==> src/include/mm_ram_config.svh <==
// Memory model configuration
// Widths of the RAM and its ports, pseudo-peripheral addresses and the
// status codes that the test program writes

`ifndef MM_RAM_CONFIG_SVH
`define MM_RAM_CONFIG_SVH

// ---------------------------------------------------------------------------
// memory geometry
// ---------------------------------------------------------------------------

// byte address width of the RAM
`define MM_RAM_ADDR_WIDTH 16

// debug region is 2**14 bytes at the top of the RAM
`define MM_DBG_ADDR_WIDTH 14

// one instruction fetch returns a full line
`define MM_INSTR_WIDTH 128

// ---------------------------------------------------------------------------
// pseudo-peripheral addresses
// ---------------------------------------------------------------------------

`define MM_ADDR_STATUS 32'h2000_0000
`define MM_ADDR_EXIT 32'h2000_0004

`define MM_ADDR_TIMER_MASK 32'h1500_0000
`define MM_ADDR_TIMER_VAL 32'h1500_0004

// debug command word whose fields debug_req_gen decodes
`define MM_ADDR_DEBUG 32'h1500_0008

// ---------------------------------------------------------------------------
// test status codes
// ---------------------------------------------------------------------------

`define MM_PASS_CODE 32'd123456789
`define MM_FAIL_CODE 32'd1

`endif
==> src/mm_ram_pkg.sv <==
// Memory model types
// Vector types for addresses, data, interrupts and debug fields, and the
// enums for the peripheral select and the debug request FSM

`include "mm_ram_config.svh"

package mm_ram_pkg;

    // data and address words
    typedef logic [31:0] word_t;
    typedef logic [`MM_RAM_ADDR_WIDTH-1:0] ram_addr_t;
    typedef logic [`MM_INSTR_WIDTH-1:0] instr_line_t;
    typedef logic [3:0] byte_en_t;

    // interrupts
    typedef logic [31:0] irq_vec_t;
    typedef logic [4:0] irq_id_t;

    // debug command fields
    typedef logic [14:0] dbg_delay_t;
    typedef logic [12:0] dbg_width_t;

    // target of a data write outside the RAM
    typedef enum logic [2:0] {
        PER_NONE,
        PER_STATUS,
        PER_EXIT,
        PER_TIMER_MASK,
        PER_TIMER_VAL,
        PER_DEBUG
    } periph_e;

    typedef enum logic [1:0] {
        DBG_IDLE,
        DBG_DELAY,
        DBG_HOLD
    } dbg_state_e;

endpackage

==> src/mm_addr_decoder.sv <==
// Address decoder for the memory model
// Remaps the debug region to the top of the RAM, steers data requests to
// the RAM or a pseudo-peripheral and produces the one-cycle responses

`timescale 1ns/1ps
`include "mm_ram_config.svh"

module mm_addr_decoder (
    input  logic                   clk_i,
    input  logic                   rst_ni,
    input  mm_ram_pkg::word_t      dm_halt_addr_i,

    input  logic                   instr_req_i,
    input  mm_ram_pkg::word_t      instr_addr_i,
    input  logic                   data_req_i,
    input  mm_ram_pkg::word_t      data_addr_i,
    input  logic                   data_we_i,
    input  mm_ram_pkg::byte_en_t   data_be_i,
    input  mm_ram_pkg::word_t      data_wdata_i,

    output logic                   ram_instr_en_o,
    output mm_ram_pkg::ram_addr_t  ram_instr_addr_o,
    output logic                   ram_data_en_o,
    output logic                   ram_data_we_o,
    output mm_ram_pkg::byte_en_t   ram_data_be_o,
    output mm_ram_pkg::ram_addr_t  ram_data_addr_o,
    output mm_ram_pkg::word_t      ram_data_wdata_o,
    input  mm_ram_pkg::word_t      ram_data_rdata_i,

    output mm_ram_pkg::word_t      data_rdata_o,
    output logic                   data_rvalid_o,
    output logic                   data_gnt_o,
    output logic                   instr_rvalid_o,
    output logic                   instr_gnt_o,

    output mm_ram_pkg::periph_e    periph_sel_o,
    output mm_ram_pkg::word_t      periph_wdata_o
);

    import mm_ram_pkg::*;

    localparam word_t RAM_SIZE = word_t'(2**`MM_RAM_ADDR_WIDTH);
    localparam word_t DBG_SIZE = word_t'(2**`MM_DBG_ADDR_WIDTH);
    localparam ram_addr_t DBG_BASE = ram_addr_t'(RAM_SIZE - DBG_SIZE);

    logic data_is_ram;
    logic read_ram_q;
    logic data_rvalid_q;
    logic instr_rvalid_q;

    // offset compare avoids overflow of base plus size
    function automatic logic dbg_hit(word_t addr, word_t base);
        return (addr >= base) && ((addr - base) < DBG_SIZE);
    endfunction

    function automatic ram_addr_t map_addr(word_t addr, word_t base);
        if (dbg_hit(addr, base)) begin
            return ram_addr_t'(addr - base) + DBG_BASE;
        end
        return addr[`MM_RAM_ADDR_WIDTH-1:0];
    endfunction

    // every request is granted at once as there is no stall logic
    assign instr_gnt_o = instr_req_i;
    assign data_gnt_o = data_req_i;

    assign ram_instr_en_o = instr_req_i;
    assign ram_instr_addr_o = map_addr(instr_addr_i, dm_halt_addr_i);

    assign data_is_ram = dbg_hit(data_addr_i, dm_halt_addr_i) || (data_addr_i < RAM_SIZE);

    assign ram_data_en_o = data_req_i && data_is_ram;
    assign ram_data_we_o = data_we_i;
    assign ram_data_be_o = data_be_i;
    assign ram_data_addr_o = map_addr(data_addr_i, dm_halt_addr_i);
    assign ram_data_wdata_o = data_wdata_i;

    // ---------------------------------------------------------------------------
    // peripheral write decode
    // ---------------------------------------------------------------------------

    always_comb begin
        periph_sel_o = PER_NONE;
        if (data_req_i && data_we_i && !data_is_ram) begin
            case (data_addr_i)
                `MM_ADDR_STATUS:     periph_sel_o = PER_STATUS;
                `MM_ADDR_EXIT:       periph_sel_o = PER_EXIT;
                `MM_ADDR_TIMER_MASK: periph_sel_o = PER_TIMER_MASK;
                `MM_ADDR_TIMER_VAL:  periph_sel_o = PER_TIMER_VAL;
                `MM_ADDR_DEBUG:      periph_sel_o = PER_DEBUG;
                default:             periph_sel_o = PER_NONE;
            endcase
        end
    end

    assign periph_wdata_o = (periph_sel_o != PER_NONE) ? data_wdata_i : '0;

    // ---------------------------------------------------------------------------
    // response path
    // ---------------------------------------------------------------------------

    always_ff @(posedge clk_i or negedge rst_ni) begin
        if (!rst_ni) begin
            read_ram_q <= 1'b0;
            data_rvalid_q <= 1'b0;
            instr_rvalid_q <= 1'b0;
        end else begin
            read_ram_q <= data_req_i && !data_we_i && data_is_ram;
            data_rvalid_q <= data_req_i;
            instr_rvalid_q <= instr_req_i;
        end
    end

    // reads outside the RAM return zero
    assign data_rdata_o = read_ram_q ? ram_data_rdata_i : '0;
    assign data_rvalid_o = data_rvalid_q;
    assign instr_rvalid_o = instr_rvalid_q;

endmodule

==> config.mk <==
export PLATFORM = sky130hd
export DESIGN_NAME = mm_addr_decoder
export DESIGN_NICKNAME = d
export VERILOG_FILES = /design/src/mm_ram_pkg.sv /design/src/mm_addr_decoder.sv
export VERILOG_INCLUDE_DIRS = /design/src /design/src/include
export SDC_FILE = /design/constraint.sdc
export NUM_CORES = 1
export LEC_CHECK = 0
export BUFFER_PORTS_ARGS = -buffer_cell sky130_fd_sc_hd__clkbuf_2
export CAP_MARGIN = 20
export CORE_MARGIN = 10
export CORE_UTILIZATION = 44
export CTS_BUF_LIST = sky130_fd_sc_hd__clkbuf_16
export DETAILED_ROUTE_END_ITERATION = 10
export HOLD_SLACK_MARGIN = 0.15
export PLACE_DENSITY_LB_ADDON = 0.08
export SETUP_SLACK_MARGIN = 0.2
export SYNTH_ARGS = -nofsm -noshare
export SYNTH_HDL_FRONTEND = slang
export SYNTH_SLANG_ARGS = --single-unit
==> constraint.sdc <==
create_clock -name clk_i -period 5.03 [get_ports clk_i]
set_input_delay 0.503 -clock clk_i [delete_from_list [all_inputs] [get_ports clk_i]]
set_output_delay 0.503 -clock clk_i [all_outputs]
set_load 0.05 [all_outputs]
Word-level counts from Yosys, hierarchy flattened --
Index checks and enable logic that the tools add are counted.
Storage, ports and cells: output and inout port bits 142, input port bits 169, register bits 3, word-level logic and storage cells 38
Cells by class: reductions and logical operators 11, eq/ne operators 5, add/sub/neg operators 4, $lt $le $gt $ge 5, multiplexer cells 10
Operators by type and width (count):
- equality test 32 x 29 -> 1 bit (second input constant) | 3
- equality test 32 x 30 -> 1 bit (second input constant) | 2
- greater-or-equal comparator 32 bit | 2
- less-than comparator 32 x 15 -> 1 bit (second input constant) | 2
- 2-to-1 mux 16 bit | 4
- 2-to-1 mux 32 bit | 2
- subtractor 32 bit | 2
- adder 16 bit (second input constant) | 2
- less-than comparator 32 x 17 -> 1 bit (second input constant) | 1
- one-hot mux 3 bit (5 select lines) | 1
- logical AND 1 bit | 7
- 2-to-1 mux 3 bit | 1
- nonzero test 3 bit | 1
- logical NOT 1 bit | 2
- 2-to-1 mux 1 bit | 2
- logical OR 1 bit | 1

Depth between registers and ports, before layout --
Gate-level depths: netlist of the first run.
depth after elaboration 9, depth in mapped cells 19, gate-level depth less buffers 18

Least setup slack after synthesis of the first run --
No wires, ideal clock.
kind input to output, start input port data_addr_i[0], end output port ram_data_addr_o[2], path slack -476 ps, data required time 4527 ps, buffers on the path 0, cell stages on the path 18, arrival time 5003 ps, cells stage by stage inv_1 -> ha_1 -> fa_1 -> nor2b_1 -> o2111ai_1 -> a31oi_1 -> nor2_1 -> o21ai_0 -> xnor2_1 -> ha_1 -> o21ai_0 -> a2111oi_0 -> and3_1 -> o211ai_1 -> or4_1 -> a2111oi_0 -> nand4b_1 -> o21ai_0
On the way: longest elaborated chain between the ends 5, elaborated cells between the ends (all ways) 8, those cells by class add/sub (2); order compare (2); mux (3); reduce/logical (1)
Ends and longest elaborated chain:
- start, declared | line mm_addr_decoder.sv:16 | input mm_ram_pkg::word_t data_addr_i,
- subtractor 32 bit | line mm_addr_decoder.sv:58 | return ram_addr_t'(addr - base) + DBG_BASE;
- less-than comparator 32 x 15 -> 1 bit | line mm_addr_decoder.sv:53 | return (addr >= base) && ((addr - base) < DBG_SIZE);
- logical AND 1 bit | line mm_addr_decoder.sv:53
- 2-to-1 mux 1 bit | line mm_addr_decoder.sv:57 | if (dbg_hit(addr, base)) begin
- 2-to-1 mux 16 bit * | line mm_addr_decoder.sv:60 | return addr[`MM_RAM_ADDR_WIDTH-1:0];
- end, declared | line mm_addr_decoder.sv:26 | output mm_ram_pkg::ram_addr_t ram_data_addr_o,
Mark *: on every way between the ends. The rest lies on a longest branch, timed or not. The select of a mux whose other input is x is not followed.

Final worst setup path of the first run --
start input port dm_halt_addr_i[0], end output port ram_data_addr_o[15]
On the way: longest elaborated chain between the ends 5, elaborated cells between the ends (all ways) 8, those cells by class add/sub (2); order compare (2); mux (3); reduce/logical (1)
Ends and longest elaborated chain:
- start, declared | line mm_addr_decoder.sv:11 | input mm_ram_pkg::word_t dm_halt_addr_i,
- subtractor 32 bit | line mm_addr_decoder.sv:58
- less-than comparator 32 x 15 -> 1 bit | line mm_addr_decoder.sv:53
- logical AND 1 bit | line mm_addr_decoder.sv:53
- 2-to-1 mux 1 bit | line mm_addr_decoder.sv:57
- 2-to-1 mux 16 bit * | line mm_addr_decoder.sv:60
Marks and branches as above.

==> run summary, run 1 <==
Worst Path Arrival: 4.20 ns
Ys flop type: dfrtp_1
Unrepaired setup endpoints after global routing: yes
Clock group share of total power: 11.6%
Crit Path Class: in2out
Setup Viol. Count Final: 0
I/O Buffers: 302
Largest net degree at the start of global routing: 38
All-layer global routing usage: 24.6%
First drt pass iteration count: 4
Area Growth Syn to Fin: 42.7%
CTS buffer count: 3
Final nets: 1321
Worst hold-check path type: in2reg
Drt initial violations: 313
Synth Cell Area: 0.00549 mm2
Synth top area cells: ha_1 (15%), a21oi_1 (6.8%), buf_4 (5.7%), nand2_1 (4.8%), xnor2_1 (4.8%)
Post-synthesis cell type count: 76
Fin Setup TNS: 0 ns
Initial antenna violation count: 0
Sequential fraction of the synthesis area: 1.37%
CTS tree: yes
Status: finished clean
Root buffer cell: clkbuf_16
GPL Wtd Cong: 0.988
Rows: 40
Crit end category: output port
Least-Margin Pin Slew: 0.622 ns
Seq pwr share: 2.4%
Fin crit period: 4.71 ns
Hold Path End: instr_rvalid_o
Max cap viols: 0
Final Max Tran Viols: 0
Via count: 6968
Die X: 132 um
First-pass GRT wire length: 35700 um
Pint: 0.506 mW
Asr flop ratio synth: 100%
Max Fclk: 212 MHz
Leak: 4.08 nW
Num ports: 311
Logic gate share of total power: 86.0%
Maximum buffer depth of the clock tree: 2
Final Hold Viols: 0
Vias in the first global route: 6616
Cell area after layout: 0.00783 mm2
Mapped Nets: 1022
Die height: 132 um
DP Wirelength: 20400 um
Worst-path maximum fanout: 4
Depth of the CTS H-tree: 1
Startpoint Class: primary input
Diodes inserted: 0
Die area: 0.0173 mm2
Net Switching: 0.559 mW
Post-synthesis register bit count: 3
P per Cell Area: 136 mW/mm2
Avg WL per Cell: 19.3 um
Hold Crit Start: instr_req_i
Clock sink count: 3
Slew headroom: 58.6%
Initial Utilization: 45.3%
Core area: 0.0121 mm2
Largest area contributor in the netlist: ha_1
Final Cycle Share: 93.6%
Worst Path Required: 4.53 ns
Vias per inst: 5.57
Worst Hold Depth: 1
Share of layout cells above drive strength 1: 42.5%
GR Overflow Total: 0
ANT nets after route: 0
Syn Area/Cell: 6.99 um2
Post-synth top area share: 15.1%
Worst vdd ir: 84.4 uV
Sw frac: 52.5%
Cells after Synth: 785
Commonest cells after routing, fill and taps aside: clkbuf_2 (278), nand2_1 (70), a21oi_1 (69), buf_4 (63), ha_1 (58)
EDFF count, synth: 0
Clock transition at the registers of the reported paths: 0.03 ns
# DRC: 0
Most common cell after layout, fill and taps aside: clkbuf_2
Drt total wl: 24200 um
Synth Warn #: 0
Placed cell area: 0.00723 mm2
==> power groups by stage <==
stage                     Clock (mW)  Sequential (mW)  Combinational, mW
after floorplan                    0           0.0286              0.597
after global placement             0           0.0255              0.833
after detailed placement           0           0.0256              0.835
after CTS                      0.125           0.0253              0.866
after global routing           0.127           0.0254              0.994
final                          0.123           0.0253              0.916
==> logic make-up (layout without fill, tap and decap cells) <==
family,Yosys count,in the layout,share of synthesized area [%]
and+or+nand+nor,279,279,28.7
AOI/OAI and AO/OA,229,232,26.9
buffers and inverters,126,421,12.7
adders and majority gates,68,68,15.8
xor gates and xnor gates,48,48,7.66
muxes,32,32,6.86
DFF,3,3,1.37
==> critical path: stages <==
cell,delay [ns]
buf_8,0.10
ha_4,0.15
fa_2,0.37
nor2b_4,0.14
o2111ai_2,0.13
a31oi_2,0.23
nor2_2,0.08
o21ai_2,0.19
xnor2_2,0.14
ha_2,0.20
o21ai_1,0.05
a2111oi_0,0.26
and3_1,0.22
o211ai_1,0.10
or4_1,0.43
a2111oi_2,0.22
nand4b_1,0.16
buf_6,0.18
o21ai_4,0.18
buf_12,0.15
==> metal layers <==
metal / share of wire (%) / GRT usage, % / wire, um
met3: 6.0 / 3.32 / 1450
met1: 41 / 29.4 / 9940
met5: 0 / 0 / 0
met2: 51 / 45.4 / 12300
met4: 2.0 / 5.07 / 490
==> worst max path at each step <==
stage	depth (start not counted)	slack, ns	to	startpoint
floorplan	18	-0.13	ram_data_addr_o[2]	data_addr_i[0]
global placement	21	-0.16	ram_data_addr_o[8]	data_addr_i[0]
detailed placement	21	-0.24	ram_data_addr_o[2]	data_addr_i[0]
CTS	21	0.20	ram_data_addr_o[15]	dm_halt_addr_i[2]
global route	21	0.11	ram_data_addr_o[14]	dm_halt_addr_i[5]
finish	20	0.32	ram_data_addr_o[15]	dm_halt_addr_i[0]
==> Yosys cell counts, types with 18 or more instances <==
cell type   n
a21oi_1    74
and2_1     34
and3_1     38
buf_4      42
clkbuf_1   21
ha_1       66
inv_1      50
nand2_1    70
nor2_1     32
o21ai_0    42
xnor2_1    30
xor2_1     18
==> metrics by stage <==
step / std cells / worst slack [ns] / power, mW / utilization (%) / hold slack, ns
CTS: 1242 / 0.199 / 1.02 / 62.2 / 0.427
global route: 1251 / 0.111 / 1.15 / 64.6 / 0.435
floorplan: 785 / -0.125 / 0.625 / - / 0.207
global placement: 1233 / -0.164 / 0.859 / 59.7 / 0.301
finish: 1251 / 0.322 / 1.06 / 64.6 / 0.423
detailed placement: 1233 / -0.242 / 0.860 / 59.7 / 0.304
==> sequential cells by signal, summed over array words and instances, names as in the netlist <==
name / flops
data_rvalid_o: 1
instr_rvalid_o: 1
read_ram_q: 1
==> cell type report <==
cell class	count	area [um2]
multi-input combinational	659	5050
fill	1173	4280
timing repair buffer	367	2220
tap	168	210
inverter	50	198
sequential	3	75.1
clock buffer	3	75.1
clock inverter	1	3.75
==> repair_timing <==
action,in CTS,in global routing
endpoints found under the setup margin,51,67
cloned,0,3
pin swaps,17,16
setup buffers,4,6
endpoints found under the hold margin,3,0
resized for setup,41,47
hold buffers,1,0
Note: power is estimated with default switching activity, not from simulation.
==> run 2, diff against run 1 <==
Settings changed: ABC_AREA from default to 0, CORE_ASPECT_RATIO from default to 1.4.
==> run summary, run 2 (same netlist as run 1, synthesis figures left out) <==
Status: finished clean
Critical Path Max Stage Delay: 0.53 ns
Crit path from: dm_halt_addr_i[7]
Post-placement cell count: 1217
Startpoint Class: primary input
Num ports: 311
Pwr Total: 1.07 mW
Pre-CTS setup slack: -0.247 ns
CTS tree: yes
Slew headroom: 54.0%
Worst Path Arrival: 4.23 ns
Via count: 7018
Fin Setup TNS: 0 ns
Fillers: 1216
DP Wirelength: 22700 um
Worst Hold Depth: 1
Least-Margin Pin Slew: 0.690 ns
Die height: 152 um
ANT nets after route: 0
Max cap viols: 0
Final Hold Viols: 0
Depth of the CTS H-tree: 1
Initial Utilization: 44.8%
Worst hold-check path type: in2reg
Clock transition at the registers of the reported paths: 0.03 ns
Root buffer cell: clkbuf_16
Die X: 114 um
Clock sink count: 3
Diodes inserted: 0
Crit-path leading delay family: buffers and inverters
Final nets: 1318
First drt pass iteration count: 5
Multi-input gate area: 0.00499 mm2
GPL Wtd Cong: 1.01
Commonest cells after routing, fill and taps aside: clkbuf_2 (280), a21oi_1 (72), nand2_1 (70), buf_4 (61), ha_1 (59)
Drt total wl: 25900 um
Rows: 48
Final Cycle Share: 94.1%
First-pass GRT wire length: 38600 um
Max Fclk: 211 MHz
Worst Path Buf+Inv: 10
Hold Crit Start: data_req_i
Hold Path End: data_rvalid_o
Non-Filler Instances: 1230
# DRC: 0
Vias in the first global route: 6964
Avg WL per Cell: 21.0 um
Area Growth Syn to Fin: 40.8%
I/O Buffers: 302
Maximum buffer depth of the clock tree: 2
Share of layout cells above drive strength 1: 42.2%
P per Cell Area: 139 mW/mm2
Crit Path Class: in2out
Cell area after layout: 0.00772 mm2
Instance count on the critical path: 20
Die area: 0.0174 mm2
Worst-path maximum fanout: 18
Largest net degree at the start of global routing: 38
Worst vdd ir: 74.7 uV
GR Overflow Total: 0
Vias per inst: 5.71
Setup Viol. Count Final: 0
All-layer global routing usage: 27.4%
Initial antenna violation count: 0
Core area: 0.0123 mm2
Leak: 4.05 nW
Unrepaired setup endpoints after global routing: yes
Most common cell after layout, fill and taps aside: clkbuf_2
Final Max Tran Viols: 0
Register area: 75.1 um2
Fin crit period: 4.73 ns
CTS buffer count: 3
CP Cell Sequence: clkbuf_2 -> inv_1 -> ha_1 -> buf_4 -> o21a_1 -> o211ai_1 -> buf_4 -> a31oi_4 -> buf_4 -> buf_4 -> buf_4 -> buf_4 -> o21ai_2 -> a21boi_1 -> or4_1 -> a221oi_2 -> nand4_2 -> buf_6 -> o21ai_1 -> buf_12
Worst Path Required: 4.53 ns
Final worst-path setup slack: 0.298 ns
Placed cell area: 0.00726 mm2
CP dominant cell by count: buf_4
CP max stage cell: or4_1
Drt initial violations: 483
Crit end category: output port
[run 2: worst max path at each step]
stage                         endpoint  slack [ns]
floorplan           ram_data_addr_o[2]       -0.13
global placement    ram_data_addr_o[8]       -0.16
detailed placement  ram_data_addr_o[8]       -0.25
CTS                 ram_data_addr_o[1]        0.20
global route           periph_sel_o[2]        0.09
finish              ram_data_addr_o[0]        0.30
[run 2: cell type report]
type	count	area share, %
Timing Repair Buffer	367	28.5
Inverter	50	2.50
Tap cell	150	2.43
Sequential cell	3	0.972
Multi-Input combinational cell	656	64.6
Clock buffer	3	0.972
Clock inverter	1	0.0486
[run 2: stage by stage]
| stage | utilization [%] | hold slack, ns |
|---|---|---|
| 2_1_floorplan | - | 0.207 |
| 3_3_place_gp | 59.2 | 0.313 |
| 3_5_place_dp | 59.2 | 0.313 |
| 4_1_cts | 61.5 | 0.451 |
| 5_1_grt | 63.0 | 0.453 |
| 6_report | 63.0 | 0.448 |
[run 2: repair_timing]
item                                   in CTS  in global routing
gates resized for setup                    33                 41
setup endpoints to repair                  47                 68
hold buffers                                1                  0
endpoints found under the hold margin       3                  0
setup buffers                               4                  4
pin swaps                                  18                  7
[run 2: where the power goes]
part           total [mW]  leakage [nW]  switching (mW)  internal, mW
clock               0.125        0.0423          0.0226         0.103
combinational       0.919          3.97           0.551         0.369
sequential         0.0253        0.0373        0.000166        0.0251
[run 2: routing by layer]
metal	global-route usage (%)	part of all wire [%]
met5	0	0
met2	47.9	49
met3	7.57	9.7
met1	30.4	38
met4	9.75	3.7
==> run 3, diff against run 2 <==
Settings changed: CTS_BUF_LIST sky130_fd_sc_hd__clkbuf_16 to sky130_fd_sc_hd__clkbuf_4 sky130_fd_sc_hd__clkbuf_8 sky130_fd_sc_hd__clkbuf_16.
Clock period 5.03 ns to 5.2 ns, I/O delays scaled along.
==> run summary, run 3 (same netlist as run 1, synthesis figures left out) <==
Status: finished clean
Final worst-path setup slack: 0.227 ns
Placed cell area: 0.00704 mm2
Grt peak-use layer: met2
Final Max Tran Viols: 0
Setup Viol. Count Final: 0
Crit path from: dm_halt_addr_i[4]
Depth of the CTS H-tree: 1
Core area: 0.0123 mm2
Root buffer cell: clkbuf_16
Die height: 152 um
All-layer global routing usage: 27.2%
# DRC: 0
Non-Filler Instances: 1212
First-pass GRT wire length: 38500 um
Cell area after layout: 0.00755 mm2
Drt total wl: 25800 um
Max cap viols: 0
Final core area utilization: 61.6%
CP Cell Sequence: clkbuf_2 -> inv_1 -> ha_1 -> a21o_2 -> a21oi_4 -> a31oi_4 -> buf_4 -> buf_4 -> buf_4 -> buf_4 -> o21ai_2 -> a21boi_1 -> or4_1 -> a221oi_2 -> nand4_2 -> buf_4 -> o21ai_1 -> clkbuf_4
Share of layout cells above drive strength 1: 42.0%
Initial Utilization: 44.8%
Clock transition at the registers of the reported paths: 0.03 ns
First drt pass iteration count: 5
Worst hold-check path type: in2reg
GR Overflow Total: 0
Worst vdd ir: 69.6 uV
Avg WL per Cell: 21.3 um
Startpoint Class: primary input
Final Cycle Share: 95.6%
CP dominant cell by count: buf_4
Fin crit period: 4.97 ns
Slew headroom: 56.4%
Via count: 6935
Worst Path Arrival: 4.45 ns
Drt initial violations: 442
Hold Crit Start: instr_req_i
Leak: 3.94 nW
Maximum buffer depth of the clock tree: 2
Crit end category: output port
Pwr Total: 1.03 mW
DP Wirelength: 22700 um
GPL Wtd Cong: 0.965
Fin Setup TNS: 0 ns
Max Fclk: 201 MHz
Clock sink count: 3
Crit Path Class: in2out
Worst Path Required: 4.68 ns
Final Hold Viols: 0
Fillers: 1196
Post-placement cell count: 1196
Worst-path maximum fanout: 18
Least-Margin Pin Slew: 0.654 ns
Pre-CTS setup slack: -0.311 ns
Rows: 48
P per Cell Area: 136 mW/mm2
Crit-path leading delay family: compound AO/OA/AOI/OAI gates
Critical Path Max Stage Delay: 0.54 ns
Met3 global-route usage: 7.25%
I/O Buffers: 302
Hold WS: 0.430 ns
Largest net degree at the start of global routing: 38
CTS tree: yes
M1 GR Usage: 30.7%
Final nets: 1300
Commonest cells after routing, fill and taps aside: clkbuf_2 (291), nand2_1 (69), a21oi_1 (69), ha_1 (57), inv_1 (46)
Worst Path Buf+Inv: 8
Die area: 0.0174 mm2
Diodes inserted: 0
CTS buffer count: 3
Vias in the first global route: 6873
Vias per inst: 5.72
Num ports: 311
ANT nets after route: 0
Most common cell after layout, fill and taps aside: clkbuf_2
Area Growth Syn to Fin: 37.6%
Met2 usage: 47.0%
CP max stage cell: or4_1
Unrepaired setup endpoints after global routing: no
Initial antenna violation count: 0
Die X: 114 um
run 3: changes by cell type in the layout (fill, tap and decap cells not counted), sizes merged:
cell,previous run,this run
buf,83,56
clkbuf,286,296
inv,51,50
run 3: final cells by class:
| type | instances | area [um2] | area share (%) |
|---|---|---|---|
| tap | 150 | 188 | 2.49 |
| timing repair buffer | 349 | 1990 | 26.4 |
| inverter | 50 | 190 | 2.52 |
| clock buffer | 4 | 82.6 | 1.09 |
| multi-input combinational | 656 | 5020 | 66.5 |
| sequential | 3 | 75.1 | 0.994 |
run 3: timing repair:
| action | in CTS | in global routing |
|---|---|---|
| endpoints found under the setup margin | 52 | 52 |
| hold endpoints to repair | 3 | 0 |
| buffers inserted | 5 | 6 |
| pin swaps | 13 | 9 |
| hold buffers | 1 | 0 |
| gates resized for setup | 23 | 51 |
run 3: final timing paths:
kind                       slack (ns)  cells past startpoint                 end
hold / removal                   0.43                      1      instr_rvalid_o
setup / recovery                 0.23                     18  ram_data_addr_o[0]
max in group asynchronous        4.43                      2          read_ram_q
min in group asynchronous        0.66                      2      instr_rvalid_o
run 3: routing by layer:
| layer | part of all wire (%) | vias up |
|---|---|---|
| met5 | 0 | - |
| met4 | 3.7 | 0 |
| met3 | 8.9 | 49 |
| met2 | 48 | 321 |
| met1 | 39 | 3144 |
| li1 | - | 3421 |
run 3: power breakdown:
| group | internal, mW | switching, mW |
|---|---|---|
| Sequential | 0.0243 | 0.000172 |
| Combinational | 0.341 | 0.530 |
| Clock | 0.107 | 0.0267 |
